$ cat config.mk
export PLATFORM = sky130hd
export DESIGN_NAME = cpu_top
export DESIGN_NICKNAME = d
export VERILOG_FILES = /design/src/design/cpu_pkg.sv /design/src/design/bus_pkg.sv /design/src/design/cpu_ifs.sv /design/src/design/alu.sv /design/src/design/reg_file.sv /design/src/design/datapath.sv /design/src/design/control_sequencer.sv /design/src/design/mem_bridge.sv /design/src/design/cpu_top.sv
export SDC_FILE = /design/constraint.sdc
export NUM_CORES = 1
export LEC_CHECK = 0
export BUFFER_PORTS_ARGS = -buffer_cell sky130_fd_sc_hd__buf_2
export CORE_MARGIN = 3
export CORE_UTILIZATION = 50
export DETAILED_ROUTE_END_ITERATION = 12
export GPL_TIMING_DRIVEN = 0
export PLACE_DENSITY = 0.65
export SYNTH_ARGS = -nofsm -noshare
export SYNTH_HDL_FRONTEND = slang
export SYNTH_SLANG_ARGS = --single-unit
$ cat constraint.sdc
create_clock -name clk -period 25.1 [get_ports clk]
set_input_delay 3.765 -clock clk [delete_from_list [all_inputs] [get_ports clk]]
set_output_delay 3.765 -clock clk [all_outputs]
set_load 0.01 [all_outputs]
$ cat src/design/cpu_pkg.sv
package cpu_pkg;
	localparam int DATA_W = 32;

	// Instruction word layout
	localparam int OP_LSB = 27;
	localparam int RA_LSB = 23;
	localparam int RB_LSB = 19;
	localparam int RC_LSB = 15;
	localparam int REG_FIELD_W = 4;
	localparam int C_W = 19;

	typedef enum logic [4:0] {
		OP_LD = 5'd0,
		OP_LDI = 5'd1,
		OP_ST = 5'd2,
		OP_ADD = 5'd3,
		OP_SUB = 5'd4,
		OP_AND = 5'd5,
		OP_OR = 5'd6,
		OP_ADDI = 5'd12,
		OP_HALT = 5'd27
	} opcode_t;

	typedef enum logic [2:0] {
		ALU_PASS_B,
		ALU_ADD,
		ALU_SUB,
		ALU_AND,
		ALU_OR
	} alu_op_t;

	// One step of the instruction cycle
	typedef enum logic [2:0] {
		T0, T1, T2, T3, T4, T5, T6, T_HALT
	} tstate_t;

	function automatic opcode_t get_opcode(input logic [DATA_W-1:0] instr);
		return opcode_t'(instr[DATA_W-1:OP_LSB]);
	endfunction

	function automatic logic [REG_FIELD_W-1:0] get_ra(input logic [DATA_W-1:0] instr);
		return instr[RA_LSB +: REG_FIELD_W];
	endfunction

	function automatic logic [REG_FIELD_W-1:0] get_rb(input logic [DATA_W-1:0] instr);
		return instr[RB_LSB +: REG_FIELD_W];
	endfunction

	function automatic logic [REG_FIELD_W-1:0] get_rc(input logic [DATA_W-1:0] instr);
		return instr[RC_LSB +: REG_FIELD_W];
	endfunction

	// C constant, sign-extended to a full word
	function automatic logic [DATA_W-1:0] sext_c(input logic [DATA_W-1:0] instr);
		return {{(DATA_W - C_W){instr[C_W-1]}}, instr[C_W-1:0]};
	endfunction
endpackage

$ cat src/design/bus_pkg.sv
package bus_pkg;
	localparam int AXI_ADDR_W = 32;
	localparam int AXI_DATA_W = 32;
	localparam int AXI_STRB_W = AXI_DATA_W / 8;

	// Only the two codes the slaves here can return
	typedef enum logic [1:0] {
		RESP_OKAY = 2'b00,
		RESP_SLVERR = 2'b10
	} resp_t;
endpackage

$ cat src/design/cpu_ifs.sv
// Control word from the sequencer to the datapath
interface dp_ctrl_if;
	// Register load enables
	logic pc_en, pc_inc, ir_en, y_en, z_en, mar_en, mdr_en, r_en;
	// Bus source selects, one-hot
	logic pc_out, mdr_out, zlo_out, c_out, r_out;
	// Register field selection
	logic gra, grb, grc, ba_out;
	cpu_pkg::alu_op_t alu_op;
	logic read, write;
	// Status back to the sequencer
	logic [cpu_pkg::DATA_W-1:0] ir;
	logic mem_done;

	modport seq (
		output pc_en, pc_inc, ir_en, y_en, z_en, mar_en, mdr_en, r_en,
		output pc_out, mdr_out, zlo_out, c_out, r_out,
		output gra, grb, grc, ba_out, alu_op, read, write,
		input ir, mem_done
	);

	modport dp (
		input pc_en, pc_inc, ir_en, y_en, z_en, mar_en, mdr_en, r_en,
		input pc_out, mdr_out, zlo_out, c_out, r_out,
		input gra, grb, grc, ba_out, alu_op, read, write,
		output ir, mem_done
	);
endinterface

// MAR/MDR requests toward the bus bridge
interface mem_req_if;
	logic [cpu_pkg::DATA_W-1:0] addr;
	logic [cpu_pkg::DATA_W-1:0] wdata;
	logic read, write;
	logic [cpu_pkg::DATA_W-1:0] rdata;
	// One-cycle pulse, request drops after it
	logic done;

	modport dp (output addr, wdata, read, write, input rdata, done);
	modport bridge (input addr, wdata, read, write, output rdata, done);
endinterface

$ cat src/design/alu.sv
module alu (
	input cpu_pkg::alu_op_t op,
	input logic [cpu_pkg::DATA_W-1:0] a,
	input logic [cpu_pkg::DATA_W-1:0] b,
	output logic [cpu_pkg::DATA_W-1:0] result
);
	// a is Y, b is whatever sits on the bus
	always_comb begin
		case (op)
			cpu_pkg::ALU_ADD: result = a + b;
			cpu_pkg::ALU_SUB: result = a - b;
			cpu_pkg::ALU_AND: result = a & b;
			cpu_pkg::ALU_OR: result = a | b;
			default: result = b;
		endcase
	end
endmodule

$ cat src/design/reg_file.sv
module reg_file #(
	parameter int NUM_REGS = 16
) (
	input logic clk,
	input logic rst_n,
	input logic gra,
	input logic grb,
	input logic grc,
	input logic ba_out,
	input logic r_en,
	input logic [cpu_pkg::DATA_W-1:0] ir,
	input logic [cpu_pkg::DATA_W-1:0] bus_in,
	output logic [cpu_pkg::DATA_W-1:0] r_data
);
	localparam int IDX_W = $clog2(NUM_REGS);

	logic [cpu_pkg::DATA_W-1:0] regs [NUM_REGS];
	logic [cpu_pkg::REG_FIELD_W-1:0] field;
	logic [IDX_W-1:0] idx;

	// Only one of gra/grb/grc is high at a time
	assign field = ({cpu_pkg::REG_FIELD_W{gra}} & cpu_pkg::get_ra(ir))
		| ({cpu_pkg::REG_FIELD_W{grb}} & cpu_pkg::get_rb(ir))
		| ({cpu_pkg::REG_FIELD_W{grc}} & cpu_pkg::get_rc(ir));
	assign idx = IDX_W'(field);

	// R0 acts as a zero base under BAout
	assign r_data = (ba_out && idx == '0) ? '0 : regs[idx];

	always_ff @(posedge clk) begin
		if (rst_n && r_en) regs[idx] <= bus_in;
	end
endmodule

$ cat src/design/datapath.sv
module datapath #(
	parameter int NUM_REGS = 16,
	parameter logic [cpu_pkg::DATA_W-1:0] RESET_PC = '0
) (
	input logic clk,
	input logic rst_n,
	dp_ctrl_if.dp ctrl,
	mem_req_if.dp mem
);
	localparam int W = cpu_pkg::DATA_W;

	logic [W-1:0] pc, ir, y, z, mar, mdr;
	logic [W-1:0] bus, c_ext, r_data, alu_result;

	assign c_ext = cpu_pkg::sext_c(ir);

	// Selects are one-hot, so an AND-OR mux is enough
	assign bus = ({W{ctrl.pc_out}} & pc)
		| ({W{ctrl.mdr_out}} & mdr)
		| ({W{ctrl.zlo_out}} & z)
		| ({W{ctrl.c_out}} & c_ext)
		| ({W{ctrl.r_out}} & r_data);

	reg_file #(
		.NUM_REGS(NUM_REGS)
	) reg_file_i (
		.clk(clk),
		.rst_n(rst_n),
		.gra(ctrl.gra),
		.grb(ctrl.grb),
		.grc(ctrl.grc),
		.ba_out(ctrl.ba_out),
		.r_en(ctrl.r_en),
		.ir(ir),
		.bus_in(bus),
		.r_data(r_data)
	);

	alu alu_i (
		.op(ctrl.alu_op),
		.a(y),
		.b(bus),
		.result(alu_result)
	);

	// No jump instructions yet, so pc_en stays low in practice
	always_ff @(posedge clk) begin
		if (!rst_n) begin
			pc <= RESET_PC;
		end else if (ctrl.pc_en) begin
			pc <= bus;
		end else if (ctrl.pc_inc) begin
			pc <= pc + W'(4);
		end
	end

	always_ff @(posedge clk) begin
		if (ctrl.ir_en) ir <= bus;
		if (ctrl.y_en) y <= bus;
		if (ctrl.z_en) z <= alu_result;
		if (ctrl.mar_en) mar <= bus;
		// On a read MDR waits for the bridge, otherwise it takes the bus
		if (ctrl.mdr_en && (!ctrl.read || mem.done)) mdr <= ctrl.read ? mem.rdata : bus;
	end

	assign mem.addr = mar;
	assign mem.wdata = mdr;
	assign mem.read = ctrl.read;
	assign mem.write = ctrl.write;

	assign ctrl.ir = ir;
	assign ctrl.mem_done = mem.done;
endmodule

$ cat src/design/control_sequencer.sv
module control_sequencer (
	input logic clk,
	input logic rst_n,
	dp_ctrl_if.seq ctrl,
	output logic halted
);
	cpu_pkg::tstate_t state, state_nxt;
	// Second phase inside a state: PC already bumped, MDR loaded, load data ready
	logic sub, sub_nxt;
	cpu_pkg::opcode_t opcode;
	cpu_pkg::alu_op_t alu_sel;
	logic is_alu, is_imm, is_mem;

	assign opcode = cpu_pkg::get_opcode(ctrl.ir);
	assign is_alu = opcode inside {cpu_pkg::OP_ADD, cpu_pkg::OP_SUB, cpu_pkg::OP_AND, cpu_pkg::OP_OR};
	assign is_imm = opcode inside {cpu_pkg::OP_LDI, cpu_pkg::OP_ADDI};
	assign is_mem = opcode inside {cpu_pkg::OP_LD, cpu_pkg::OP_ST};
	assign halted = (state == cpu_pkg::T_HALT);

	always_comb begin
		case (opcode)
			cpu_pkg::OP_SUB: alu_sel = cpu_pkg::ALU_SUB;
			cpu_pkg::OP_AND: alu_sel = cpu_pkg::ALU_AND;
			cpu_pkg::OP_OR: alu_sel = cpu_pkg::ALU_OR;
			default: alu_sel = cpu_pkg::ALU_ADD;
		endcase
	end

	always_ff @(posedge clk) begin
		if (!rst_n) begin
			state <= cpu_pkg::T0;
			sub <= 1'b0;
		end else begin
			state <= state_nxt;
			sub <= sub_nxt;
		end
	end

	always_comb begin
		ctrl.pc_en = 1'b0;
		ctrl.pc_inc = 1'b0;
		ctrl.ir_en = 1'b0;
		ctrl.y_en = 1'b0;
		ctrl.z_en = 1'b0;
		ctrl.mar_en = 1'b0;
		ctrl.mdr_en = 1'b0;
		ctrl.r_en = 1'b0;
		ctrl.pc_out = 1'b0;
		ctrl.mdr_out = 1'b0;
		ctrl.zlo_out = 1'b0;
		ctrl.c_out = 1'b0;
		ctrl.r_out = 1'b0;
		ctrl.gra = 1'b0;
		ctrl.grb = 1'b0;
		ctrl.grc = 1'b0;
		ctrl.ba_out = 1'b0;
		ctrl.alu_op = cpu_pkg::ALU_PASS_B;
		ctrl.read = 1'b0;
		ctrl.write = 1'b0;
		state_nxt = state;
		sub_nxt = sub;
		case (state)
			cpu_pkg::T0: begin
				ctrl.pc_out = 1'b1;
				ctrl.mar_en = 1'b1;
				state_nxt = cpu_pkg::T1;
			end
			cpu_pkg::T1: begin
				// PC bumps once, on the first cycle only
				ctrl.pc_inc = !sub;
				ctrl.read = 1'b1;
				ctrl.mdr_en = 1'b1;
				sub_nxt = 1'b1;
				if (ctrl.mem_done) state_nxt = cpu_pkg::T2;
			end
			cpu_pkg::T2: begin
				ctrl.mdr_out = 1'b1;
				ctrl.ir_en = 1'b1;
				state_nxt = cpu_pkg::T3;
			end
			cpu_pkg::T3: begin
				// Unknown opcodes stop the CPU like halt
				if (is_alu || is_imm || is_mem) begin
					ctrl.grb = 1'b1;
					ctrl.ba_out = !is_alu;
					ctrl.r_out = 1'b1;
					ctrl.y_en = 1'b1;
					state_nxt = cpu_pkg::T4;
				end else begin
					state_nxt = cpu_pkg::T_HALT;
				end
			end
			cpu_pkg::T4: begin
				ctrl.z_en = 1'b1;
				if (is_alu) begin
					ctrl.grc = 1'b1;
					ctrl.r_out = 1'b1;
					ctrl.alu_op = alu_sel;
				end else begin
					ctrl.c_out = 1'b1;
					ctrl.alu_op = cpu_pkg::ALU_ADD;
				end
				state_nxt = cpu_pkg::T5;
			end
			cpu_pkg::T5: begin
				ctrl.zlo_out = 1'b1;
				if (is_mem) begin
					ctrl.mar_en = 1'b1;
					state_nxt = cpu_pkg::T6;
				end else begin
					ctrl.gra = 1'b1;
					ctrl.r_en = 1'b1;
					state_nxt = cpu_pkg::T0;
				end
			end
			cpu_pkg::T6: begin
				if (opcode == cpu_pkg::OP_ST) begin
					if (!sub) begin
						// Ra into MDR before the write goes out
						ctrl.gra = 1'b1;
						ctrl.r_out = 1'b1;
						ctrl.mdr_en = 1'b1;
						sub_nxt = 1'b1;
					end else begin
						ctrl.write = 1'b1;
						if (ctrl.mem_done) state_nxt = cpu_pkg::T0;
					end
				end else if (!sub) begin
					ctrl.read = 1'b1;
					ctrl.mdr_en = 1'b1;
					if (ctrl.mem_done) sub_nxt = 1'b1;
				end else begin
					ctrl.mdr_out = 1'b1;
					ctrl.gra = 1'b1;
					ctrl.r_en = 1'b1;
					state_nxt = cpu_pkg::T0;
				end
			end
			default: state_nxt = cpu_pkg::T_HALT;
		endcase
		if (state_nxt != state) sub_nxt = 1'b0;
	end
endmodule

$ cat src/design/mem_bridge.sv
module mem_bridge (
	input logic clk,
	input logic rst_n,
	mem_req_if.bridge mem,
	output logic [bus_pkg::AXI_ADDR_W-1:0] awaddr,
	output logic awvalid,
	input logic awready,
	output logic [bus_pkg::AXI_DATA_W-1:0] wdata,
	output logic [bus_pkg::AXI_STRB_W-1:0] wstrb,
	output logic wvalid,
	input logic wready,
	input bus_pkg::resp_t bresp,
	input logic bvalid,
	output logic bready,
	output logic [bus_pkg::AXI_ADDR_W-1:0] araddr,
	output logic arvalid,
	input logic arready,
	input logic [bus_pkg::AXI_DATA_W-1:0] rdata,
	input bus_pkg::resp_t rresp,
	input logic rvalid,
	output logic rready
);
	typedef enum logic [1:0] {
		S_IDLE,
		S_ADDR,
		S_RESP
	} state_t;

	state_t state;
	logic is_write;
	// AW or W channel taken, either earlier or in this cycle
	logic aw_ok, w_ok;

	assign aw_ok = !awvalid || awready;
	assign w_ok = !wvalid || wready;

	// Full-word writes only
	assign wstrb = '1;
	assign bready = (state == S_RESP) && is_write;
	assign rready = (state == S_RESP) && !is_write;

	// bresp and rresp are not checked. SLVERR completes like OKAY, rdata as is
	assign mem.done = (state == S_RESP) && (is_write ? bvalid : rvalid);
	assign mem.rdata = rdata;

	always_ff @(posedge clk) begin
		if (!rst_n) begin
			state <= S_IDLE;
			is_write <= 1'b0;
			awvalid <= 1'b0;
			wvalid <= 1'b0;
			arvalid <= 1'b0;
		end else begin
			case (state)
				S_IDLE: begin
					if (mem.write) begin
						awvalid <= 1'b1;
						wvalid <= 1'b1;
						is_write <= 1'b1;
						state <= S_ADDR;
					end else if (mem.read) begin
						arvalid <= 1'b1;
						is_write <= 1'b0;
						state <= S_ADDR;
					end
				end
				S_ADDR: begin
					if (awready) awvalid <= 1'b0;
					if (wready) wvalid <= 1'b0;
					if (arready) arvalid <= 1'b0;
					if (is_write ? (aw_ok && w_ok) : arready) state <= S_RESP;
				end
				S_RESP: begin
					if (mem.done) state <= S_IDLE;
				end
				default: state <= S_IDLE;
			endcase
		end
	end

	// Payload follows the request until it leaves idle, then holds
	always_ff @(posedge clk) begin
		if (state == S_IDLE) begin
			awaddr <= mem.addr;
			araddr <= mem.addr;
			wdata <= mem.wdata;
		end
	end
endmodule

$ cat src/design/cpu_top.sv
module cpu_top #(
	parameter int NUM_REGS = 16,
	parameter logic [cpu_pkg::DATA_W-1:0] RESET_PC = '0
) (
	input logic clk,
	input logic rst_n,
	output logic [bus_pkg::AXI_ADDR_W-1:0] awaddr,
	output logic awvalid,
	input logic awready,
	output logic [bus_pkg::AXI_DATA_W-1:0] wdata,
	output logic [bus_pkg::AXI_STRB_W-1:0] wstrb,
	output logic wvalid,
	input logic wready,
	input bus_pkg::resp_t bresp,
	input logic bvalid,
	output logic bready,
	output logic [bus_pkg::AXI_ADDR_W-1:0] araddr,
	output logic arvalid,
	input logic arready,
	input logic [bus_pkg::AXI_DATA_W-1:0] rdata,
	input bus_pkg::resp_t rresp,
	input logic rvalid,
	output logic rready,
	output logic halted
);
	dp_ctrl_if ctrl_bus ();
	mem_req_if mem_req ();

	control_sequencer sequencer_i (
		.clk(clk),
		.rst_n(rst_n),
		.ctrl(ctrl_bus.seq),
		.halted(halted)
	);

	datapath #(
		.NUM_REGS(NUM_REGS),
		.RESET_PC(RESET_PC)
	) datapath_i (
		.clk(clk),
		.rst_n(rst_n),
		.ctrl(ctrl_bus.dp),
		.mem(mem_req.dp)
	);

	mem_bridge mem_bridge_i (
		.clk(clk),
		.rst_n(rst_n),
		.mem(mem_req.bridge),
		.awaddr(awaddr),
		.awvalid(awvalid),
		.awready(awready),
		.wdata(wdata),
		.wstrb(wstrb),
		.wvalid(wvalid),
		.wready(wready),
		.bresp(bresp),
		.bvalid(bvalid),
		.bready(bready),
		.araddr(araddr),
		.arvalid(arvalid),
		.arready(arready),
		.rdata(rdata),
		.rresp(rresp),
		.rvalid(rvalid),
		.rready(rready)
	);
endmodule

==> results.json, run 1 <==
{
  "synthMuxAreaShare_pct": 3.248,
  "critPathLaunchType": "register",
  "initial_core_util_pct": 50.70,
  "cp.required_ps": 25490,
  "synth_top_family_by_area": "compound AO/OA/AOI/OAI gates",
  "hp-start": "datapath_i.mem.addr[12]$_DFFE_PP_",
  "slew_viol_final": 0,
  "fin_crit_ps": 9644,
  "antenna_cells": 0,
  "wirelength_microns": 103200,
  "layout.nets": 2766,
  "grt_pass1_wl_microns": 148000,
  "ys_seq_area_share_pct": 68.34,
  "worstPathArrival_ps": 10030,
  "synth-simple-area-share_pct": 9.536,
  "drt-initial-drc-count": 2902,
  "status": "finished clean",
  "r2r_end": "datapath_i.z[30]$_DFFE_PP_",
  "worst_hold_path_type": "register to register",
  "regToRegSetupSlack_ps": 15460,
  "cts_resized": 0,
  "ios": 149,
  "grt_max_degree": 36,
  "num_rows": 94,
  "cts_buffers": 81,
  "pre_cts_ws_ps": 15670,
  "endpoint_kind": "register",
  "core_area_sq_mm": 0.06610,
  "fp.dieArea_sq_mm": 0.07016,
  "rr_worst_depth": 30,
  "synth_ff_type": "edfxtp_1",
  "die-height_microns": 264.9,
  "antenna_found_initial": 1,
  "power_leakage_nw": 13.97,
  "comb_power_share_pct": 7.2,
  "ys_ff_latch": 776,
  "synth_area_leader_cell": "edfxtp_1",
  "ys_top_cells_by_area": "edfxtp_1, nand2_1, mux2i_1",
  "fin_tns_setup_ps": 0,
  "syn_area_sq_mm": 0.03351,
  "chipWidth_microns": 264.9,
  "synthArstFlopShare_pct": 0,
  "final-hold-violation-count": 0,
  "cpMaxStageDelayCell": "buf_1",
  "vias_per_cell": 6.295,
  "io_buffers": 140,
  "hpwl_microns": 71420,
  "htree_num_levels": 3,
  "drt_pass1_iterations": 6,
  "tightest_slew_ps": 1311,
  "ys_types": 91,
  "vias": 22730,
  "slew_headroom_pct": 11.78,
  "drtAntennaViolNets": 0,
  "syn_area_per_cell_sq_um": 13.76,
  "maxCapViolations": 0,
  "fmax_mhz": 103.7,
  "area_delta_synth_final_pct": 14.95,
  "skew_ps": 25.45,
  "synth_top_cell_area_share_pct": 65.95,
  "hold_depth": 0,
  "final_area_sq_mm": 0.03852,
  "cts_tree": "yes",
  "slowest_delay_ps": 830,
  "min_to": "mem_bridge_i.awaddr[12]$_DFFE_PP_",
  "synth-xor-area-share_pct": 2.117,
  "wl_per_cell_microns": 28.59,
  "p_switching_mw": 0.6280,
  "synthAdderAreaFrac_pct": 1.516,
  "synth-warning-count": 0,
  "rsz0062_at_grt": "false",
  "powerDensity_mw_per_mm2": 72.71,
  "synth_compound_area_share_pct": 11.65,
  "cts_root_buf": "clkbuf_16",
  "place_area_sq_mm": 0.03595,
  "synth_enable_flop_cells": 736,
  "seqPwrFrac_pct": 51.3,
  "vdd_drop_max_uv": 45.52,
  "crit_path_start": "datapath_i.ctrl.ir[31]$_DFFE_PP_",
  "finalSetupViolCount": 0,
  "swShare_pct": 22.42,
  "postCtsSetupBuffers": 0,
  "hold_buffers": 0,
  "reg2reg_from": "datapath_i.ctrl.ir[31]$_DFFE_PP_",
  "grt_pass1_vias": 21730,
  "crit_fanout": 10,
  "gp_congestion": 0.9542,
  "clkPwrFrac_pct": 41.5,
  "track_usage_pct": 28.92,
  "period_share_pct": 38.42,
  "grt-ovfl-total": 0,
  "critPathKind": "register to register",
  "synthesis.instances": 2435,
  "clock_latency_ps": 640,
  "drc": 0,
  "layout_setup_ws_ps": 15460,
  "p_int_mw": 2.173,
  "numClockSinks": 776,
  "cts.path.max_buffers": 3,
  "drive_above_1_share_pct": 16.24,
  "clk_pin_slew_ps": 60
}
==> critical path: cells and delay by family, from the launching register on <==
family                     cells  cell delay (ps)
AOI/OAI and AO/OA             15             4590
DFF                            1              500
adders and majority gates      3             1100
muxes                          1              150
and+or+nand+nor                7             1490
buffers and inverters          4             1550
==> registers in the layout, indices dropped and copies added, names as in the netlist, 2 cells and up <==
signal / flops
datapath_i.ctrl.ir: 32
datapath_i.mem.addr: 32
datapath_i.mem.wdata: 32
datapath_i.pc: 30
datapath_i.reg_file_i.regs: 512
datapath_i.y: 32
datapath_i.z: 32
mem_bridge_i.awaddr: 32
mem_bridge_i.state: 2
mem_bridge_i.wdata: 32
sequencer_i.state: 3
==> worst max-delay path by stage <==
stage,end
2_1_floorplan,datapath_i.z[31]$_DFFE_PP_
3_3_place_gp,datapath_i.z[30]$_DFFE_PP_
3_5_place_dp,datapath_i.z[30]$_DFFE_PP_
4_1_cts,datapath_i.z[30]$_DFFE_PP_
5_1_grt,datapath_i.z[30]$_DFFE_PP_
6_report,datapath_i.z[30]$_DFFE_PP_
==> through the flow <==
step / hold WS (ps) / total power, mW / cells / util, %
after floorplan: 400.3 / 1.598 / 2438 / -
after global routing: 421.6 / 2.881 / 3611 / 58.28
after global placement: 401.7 / 1.659 / 3442 / 53.41
after CTS: 414.2 / 2.807 / 3611 / 58.26
final: 405.0 / 2.801 / 3611 / 58.28
after detailed placement: 404.5 / 1.662 / 3464 / 54.38
==> cell usage after synthesis, types with 6 or more instances <==
cell        n
and3_1     80
edfxtp_1  736
and2_1     35
or2_2       7
buf_4      50
buf_6      20
buf_1       7
a32oi_1    14
a21o_1     12
xnor2_1    65
o21a_1     12
dfxtp_1    40
mux2_2      6
a32o_1     14
a211oi_1   66
a22o_1     13
or3_1      10
nor3_1      9
o31a_1     13
mux2i_1   102
nand3b_1    6
a21oi_1    42
a221oi_1   17
xor2_1     16
a221o_1    14
nand4_1    15
nand2b_1   10
o21ai_0   107
nand2_1   357
o22ai_1    24
a222oi_1   21
inv_1      47
a31oi_1    73
o31ai_1     7
clkbuf_1   61
o221ai_1   22
nand3_1    29
nor2b_1    14
a22oi_1     8
nor2_1     77
ha_1       39
o22a_1      8
buf_2      31
==> placed cells by master, fill, tap and decap left out, types with 12 or more instances in the layout <==
cell type  netlist  final
nor2b_1         14     14
clkbuf_1        61     78
inv_1           47     46
nand3_1         29     29
nand2_1        357    357
mux2i_1        102    102
a22o_1          13     13
a221o_1         14     14
clkbuf_16        0     83
o22ai_1         24     24
o221ai_1        22     22
buf_6           20     20
xnor2_1         65     65
a21oi_1         42     41
buf_2           31    171
clkinv_1         1     15
a221oi_1        17     17
edfxtp_1       736    736
dfxtp_1         40     40
buf_4           50     50
nor2_1          77     58
a32o_1          14     14
o31a_1          13     13
nand4_1         15     15
and3_1          80     80
buf_12           0     16
ha_1            39     39
a211oi_1        66     66
and2_1          35     35
nor2_4           0     19
o21a_1          12     12
o21ai_0        107    107
clkinv_2         0     16
xor2_1          16     16
a31oi_1         73     73
a222oi_1        21     21
a32oi_1         14     14
==> per-layer routing <==
metal  vias to the layer above  global-route usage, %  wire length (microns)
met5                         -                      0                     13
met4                         2                  12.90                   4688
met3                       244                  4.335                   9209
met2                      1344                  47.05                  48860
met1                     11310                  38.93                  40450
li1                       9832                      -                      -
==> layout make-up <==
| class | count | area (sq um) |
|---|---|---|
| clock inverters | 39 | 314.1 |
| repair buffers | 162 | 1174 |
| fillers | 5181 | 27580 |
| multi-input cells | 1443 | 9598 |
| well taps | 864 | 1081 |
| inverters | 49 | 183.9 |
| flip-flops and latches | 776 | 22900 |
| plain buffers | 170 | 1016 |
| clock buffers | 108 | 2251 |
==> power by group through the flow <==
stage | Clock, mW | Sequential [mW] | Combinational (mW)
2_1_floorplan | 0 | 1.47 | 0.129
3_3_place_gp | 0 | 1.46 | 0.194
3_5_place_dp | 0 | 1.46 | 0.197
4_1_cts | 1.17 | 1.44 | 0.198
5_1_grt | 1.23 | 1.44 | 0.217
6_report | 1.16 | 1.44 | 0.200
==> logic make-up (layout without fill, tap and decap cells) <==
family	Yosys count	count (layout)
AO/OA/AOI/OAI	536	536
XOR/XNOR	81	81
adder cells (fa/ha/maj)	40	40
buffers and inverters	219	528
flip-flops	776	776
multiplexers	108	108
other	1	4
AND/OR/NAND/NOR	674	674
No activity file was read; power rests on OpenSTA's default activity.
==> inputs of run 2 (changes only) <==
PLACE_DENSITY = 0.67   (was 0.65)
clock period = 8.1 ns   (was 25.1 ns; I/O delays follow)
==> run 2 against run 1 <==
Against the previous run:
- combinational power rose to 3.2 times the previous value
- global-route usage up 0.20 points
- setup slack worse by 15000 ps
- wire length up 1.6%
- final cell count up 1.5%
- sequential power rose to 3.1 times the previous value
- clock skew up 3.5 ps
- cell area up 1.6%
- die area unchanged
- critical endpoint is now datapath_i.z[31]$_DFFE_PP_
- largest power group unchanged
- highest routed layer is now met4
==> results.json, run 2 (synthesis results as in run 1) <==
{
  "vias": 22970,
  "wirelength_microns": 104900,
  "num-fill-cells": 5076,
  "initial_core_util_pct": 50.70,
  "maxCapViolations": 0,
  "slowest_delay_ps": 540,
  "htree_num_levels": 3,
  "gp_congestion": 0.9684,
  "numClockSinks": 776,
  "clock_latency_ps": 650,
  "layoutNonFillerInstCount": 3665,
  "vias_per_cell": 6.268,
  "top_usage_layer": "met2",
  "skew_ps": 28.99,
  "io_buffers": 140,
  "cts_root_buf": "clkbuf_16",
  "pre_cts_ws_ps": -1489,
  "hpwl_microns": 70640,
  "grt_max_degree": 37,
  "die-height_microns": 264.9,
  "layout_common_cells": "edfxtp_1, nand2_1, buf_2",
  "chipWidth_microns": 264.9,
  "final_common_cell": "edfxtp_1",
  "drt_pass1_iterations": 8,
  "rsz0062_at_grt": "true",
  "antenna_cells": 0,
  "cts.path.max_buffers": 3,
  "critPathLaunchType": "register",
  "wl_per_cell_microns": 28.62,
  "critPathKind": "register to register",
  "place_inst": 3462,
  "drive_above_1_share_pct": 19.67,
  "regToRegSetupSlack_ps": 250,
  "drt-initial-drc-count": 3018,
  "fin_crit_ps": 7853,
  "fmax_mhz": 127.3,
  "slew_headroom_pct": 6.476,
  "core_area_sq_mm": 0.06610,
  "worstPathArrival_ps": 8270,
  "cpMostUsedCell": "a21o_1",
  "crit_fanout": 10,
  "status": "finished clean",
  "ios": 149,
  "cp.required_ps": 8520,
  "antenna_found_initial": 4,
  "tightest_slew_ps": 1390,
  "whs_ps": 418.0,
  "finalSetupViolCount": 0,
  "period_share_pct": 96.95,
  "layout.nets": 2819,
  "use_met3_pct": 5.643,
  "final-hold-violation-count": 0,
  "cts_buffers": 80,
  "cpMaxStageDelayCell": "dfxtp_1",
  "area_delta_synth_final_pct": 16.78,
  "grt-ovfl-total": 0,
  "grt_pass1_vias": 22220,
  "slew_viol_final": 0,
  "drtAntennaViolNets": 0,
  "grt_pass1_wl_microns": 149200,
  "largest_reg_flops": 512,
  "clk_pin_slew_ps": 60,
  "use_met2_pct": 47.28,
  "seq_area_sq_mm": 0.02290,
  "worst_hold_path_type": "register to register",
  "vdd_drop_max_uv": 148.0,
  "use_met1_pct": 38.71,
  "fp.dieArea_sq_mm": 0.07016,
  "powerDensity_mw_per_mm2": 221.4,
  "track_usage_pct": 29.12,
  "endpoint_kind": "register",
  "regMostFlops": "datapath_i.reg_file_i.regs",
  "drc": 0,
  "power_leakage_nw": 14.18,
  "cts_tree": "yes",
  "num_rows": 94,
  "multiInputGateArea_sq_mm": 0.009778,
  "layout_setup_ws_ps": 247.2
}
## run 2: cell types whose count changed in the layout (fill, tap and decap cells not counted), moves of 11 or more
cell,delta
clkinvlp_2,+11
clkinvlp_4,+14
inv_1,-11
clkbuf_2,+12
buf_4,+46
clkbuf_1,-16
## run 2: final timing paths
| check | endpoint | cells past startpoint | startpoint |
|---|---|---|---|
| min reg2reg | mem_bridge_i.awaddr[1]$_DFFE_PP_ | 0 | datapath_i.mem.addr[1]$_DFFE_PP_ |
| max | datapath_i.z[31]$_DFFE_PP_ | 27 | sequencer_i.state[2]$_SDFF_PN0_ |
| min | mem_bridge_i.awaddr[1]$_DFFE_PP_ | 0 | datapath_i.mem.addr[1]$_DFFE_PP_ |
| max reg2reg | datapath_i.z[31]$_DFFE_PP_ | 27 | sequencer_i.state[2]$_SDFF_PN0_ |
## run 2: layout make-up
type                    instances  area share [%]
flip-flops and latches        776           58.52
multi-input cells            1445           24.99
clock buffers                 101           5.557
repair buffers                205           3.881
well taps                     864           2.762
plain buffers                 168           2.689
clock inverters                46          0.8888
inverters                      49          0.5755
repair inverters               11          0.1407
## run 2: critical path, delay by kind of cell (launching register included)
family                   cells  cell delay, ps
XOR/XNOR                     1             160
AND/OR/NAND/NOR              7            1510
adder cells (fa/ha/maj)      1             290
buffers and inverters        2             680
flip-flops                   1             540
AO/OA/AOI/OAI               16            4440
## run 2: metal layers
layer	vias up	routed length, microns
met5	-	0
met4	0	4376
met3	242	11210
met2	1339	49020
met1	11440	40310
li1	9955	-
## run 2: stage by stage
stage | util, % | area (sq um) | TNS [ps] | total power, mW
after global placement | 53.41 | 35300 | -57370 | 5.138
after detailed placement | 54.36 | 35930 | -14980 | 5.148
after global routing | 59.21 | 39140 | -23.37 | 8.923
after floorplan | - | 33520 | 0 | 4.952
after CTS | 58.44 | 38630 | 0 | 8.667
final | 59.21 | 39140 | 0 | 8.666
## run 2: repair_timing
action	4_1_cts	5_1_grt
pin swaps	3	10
hold buffers	0	0
buffers inserted	5	39
cloned	5	8
gates resized for setup	35	53
setup endpoints to repair	20	9
## run 2: where the power goes
part	internal [mW]	switching, mW	total [mW]	leakage [nW]
logic	0.267	0.378	0.645	5.15
clock network	2.01	1.56	3.57	1.24
registers	4.42	0.0279	4.45	7.79
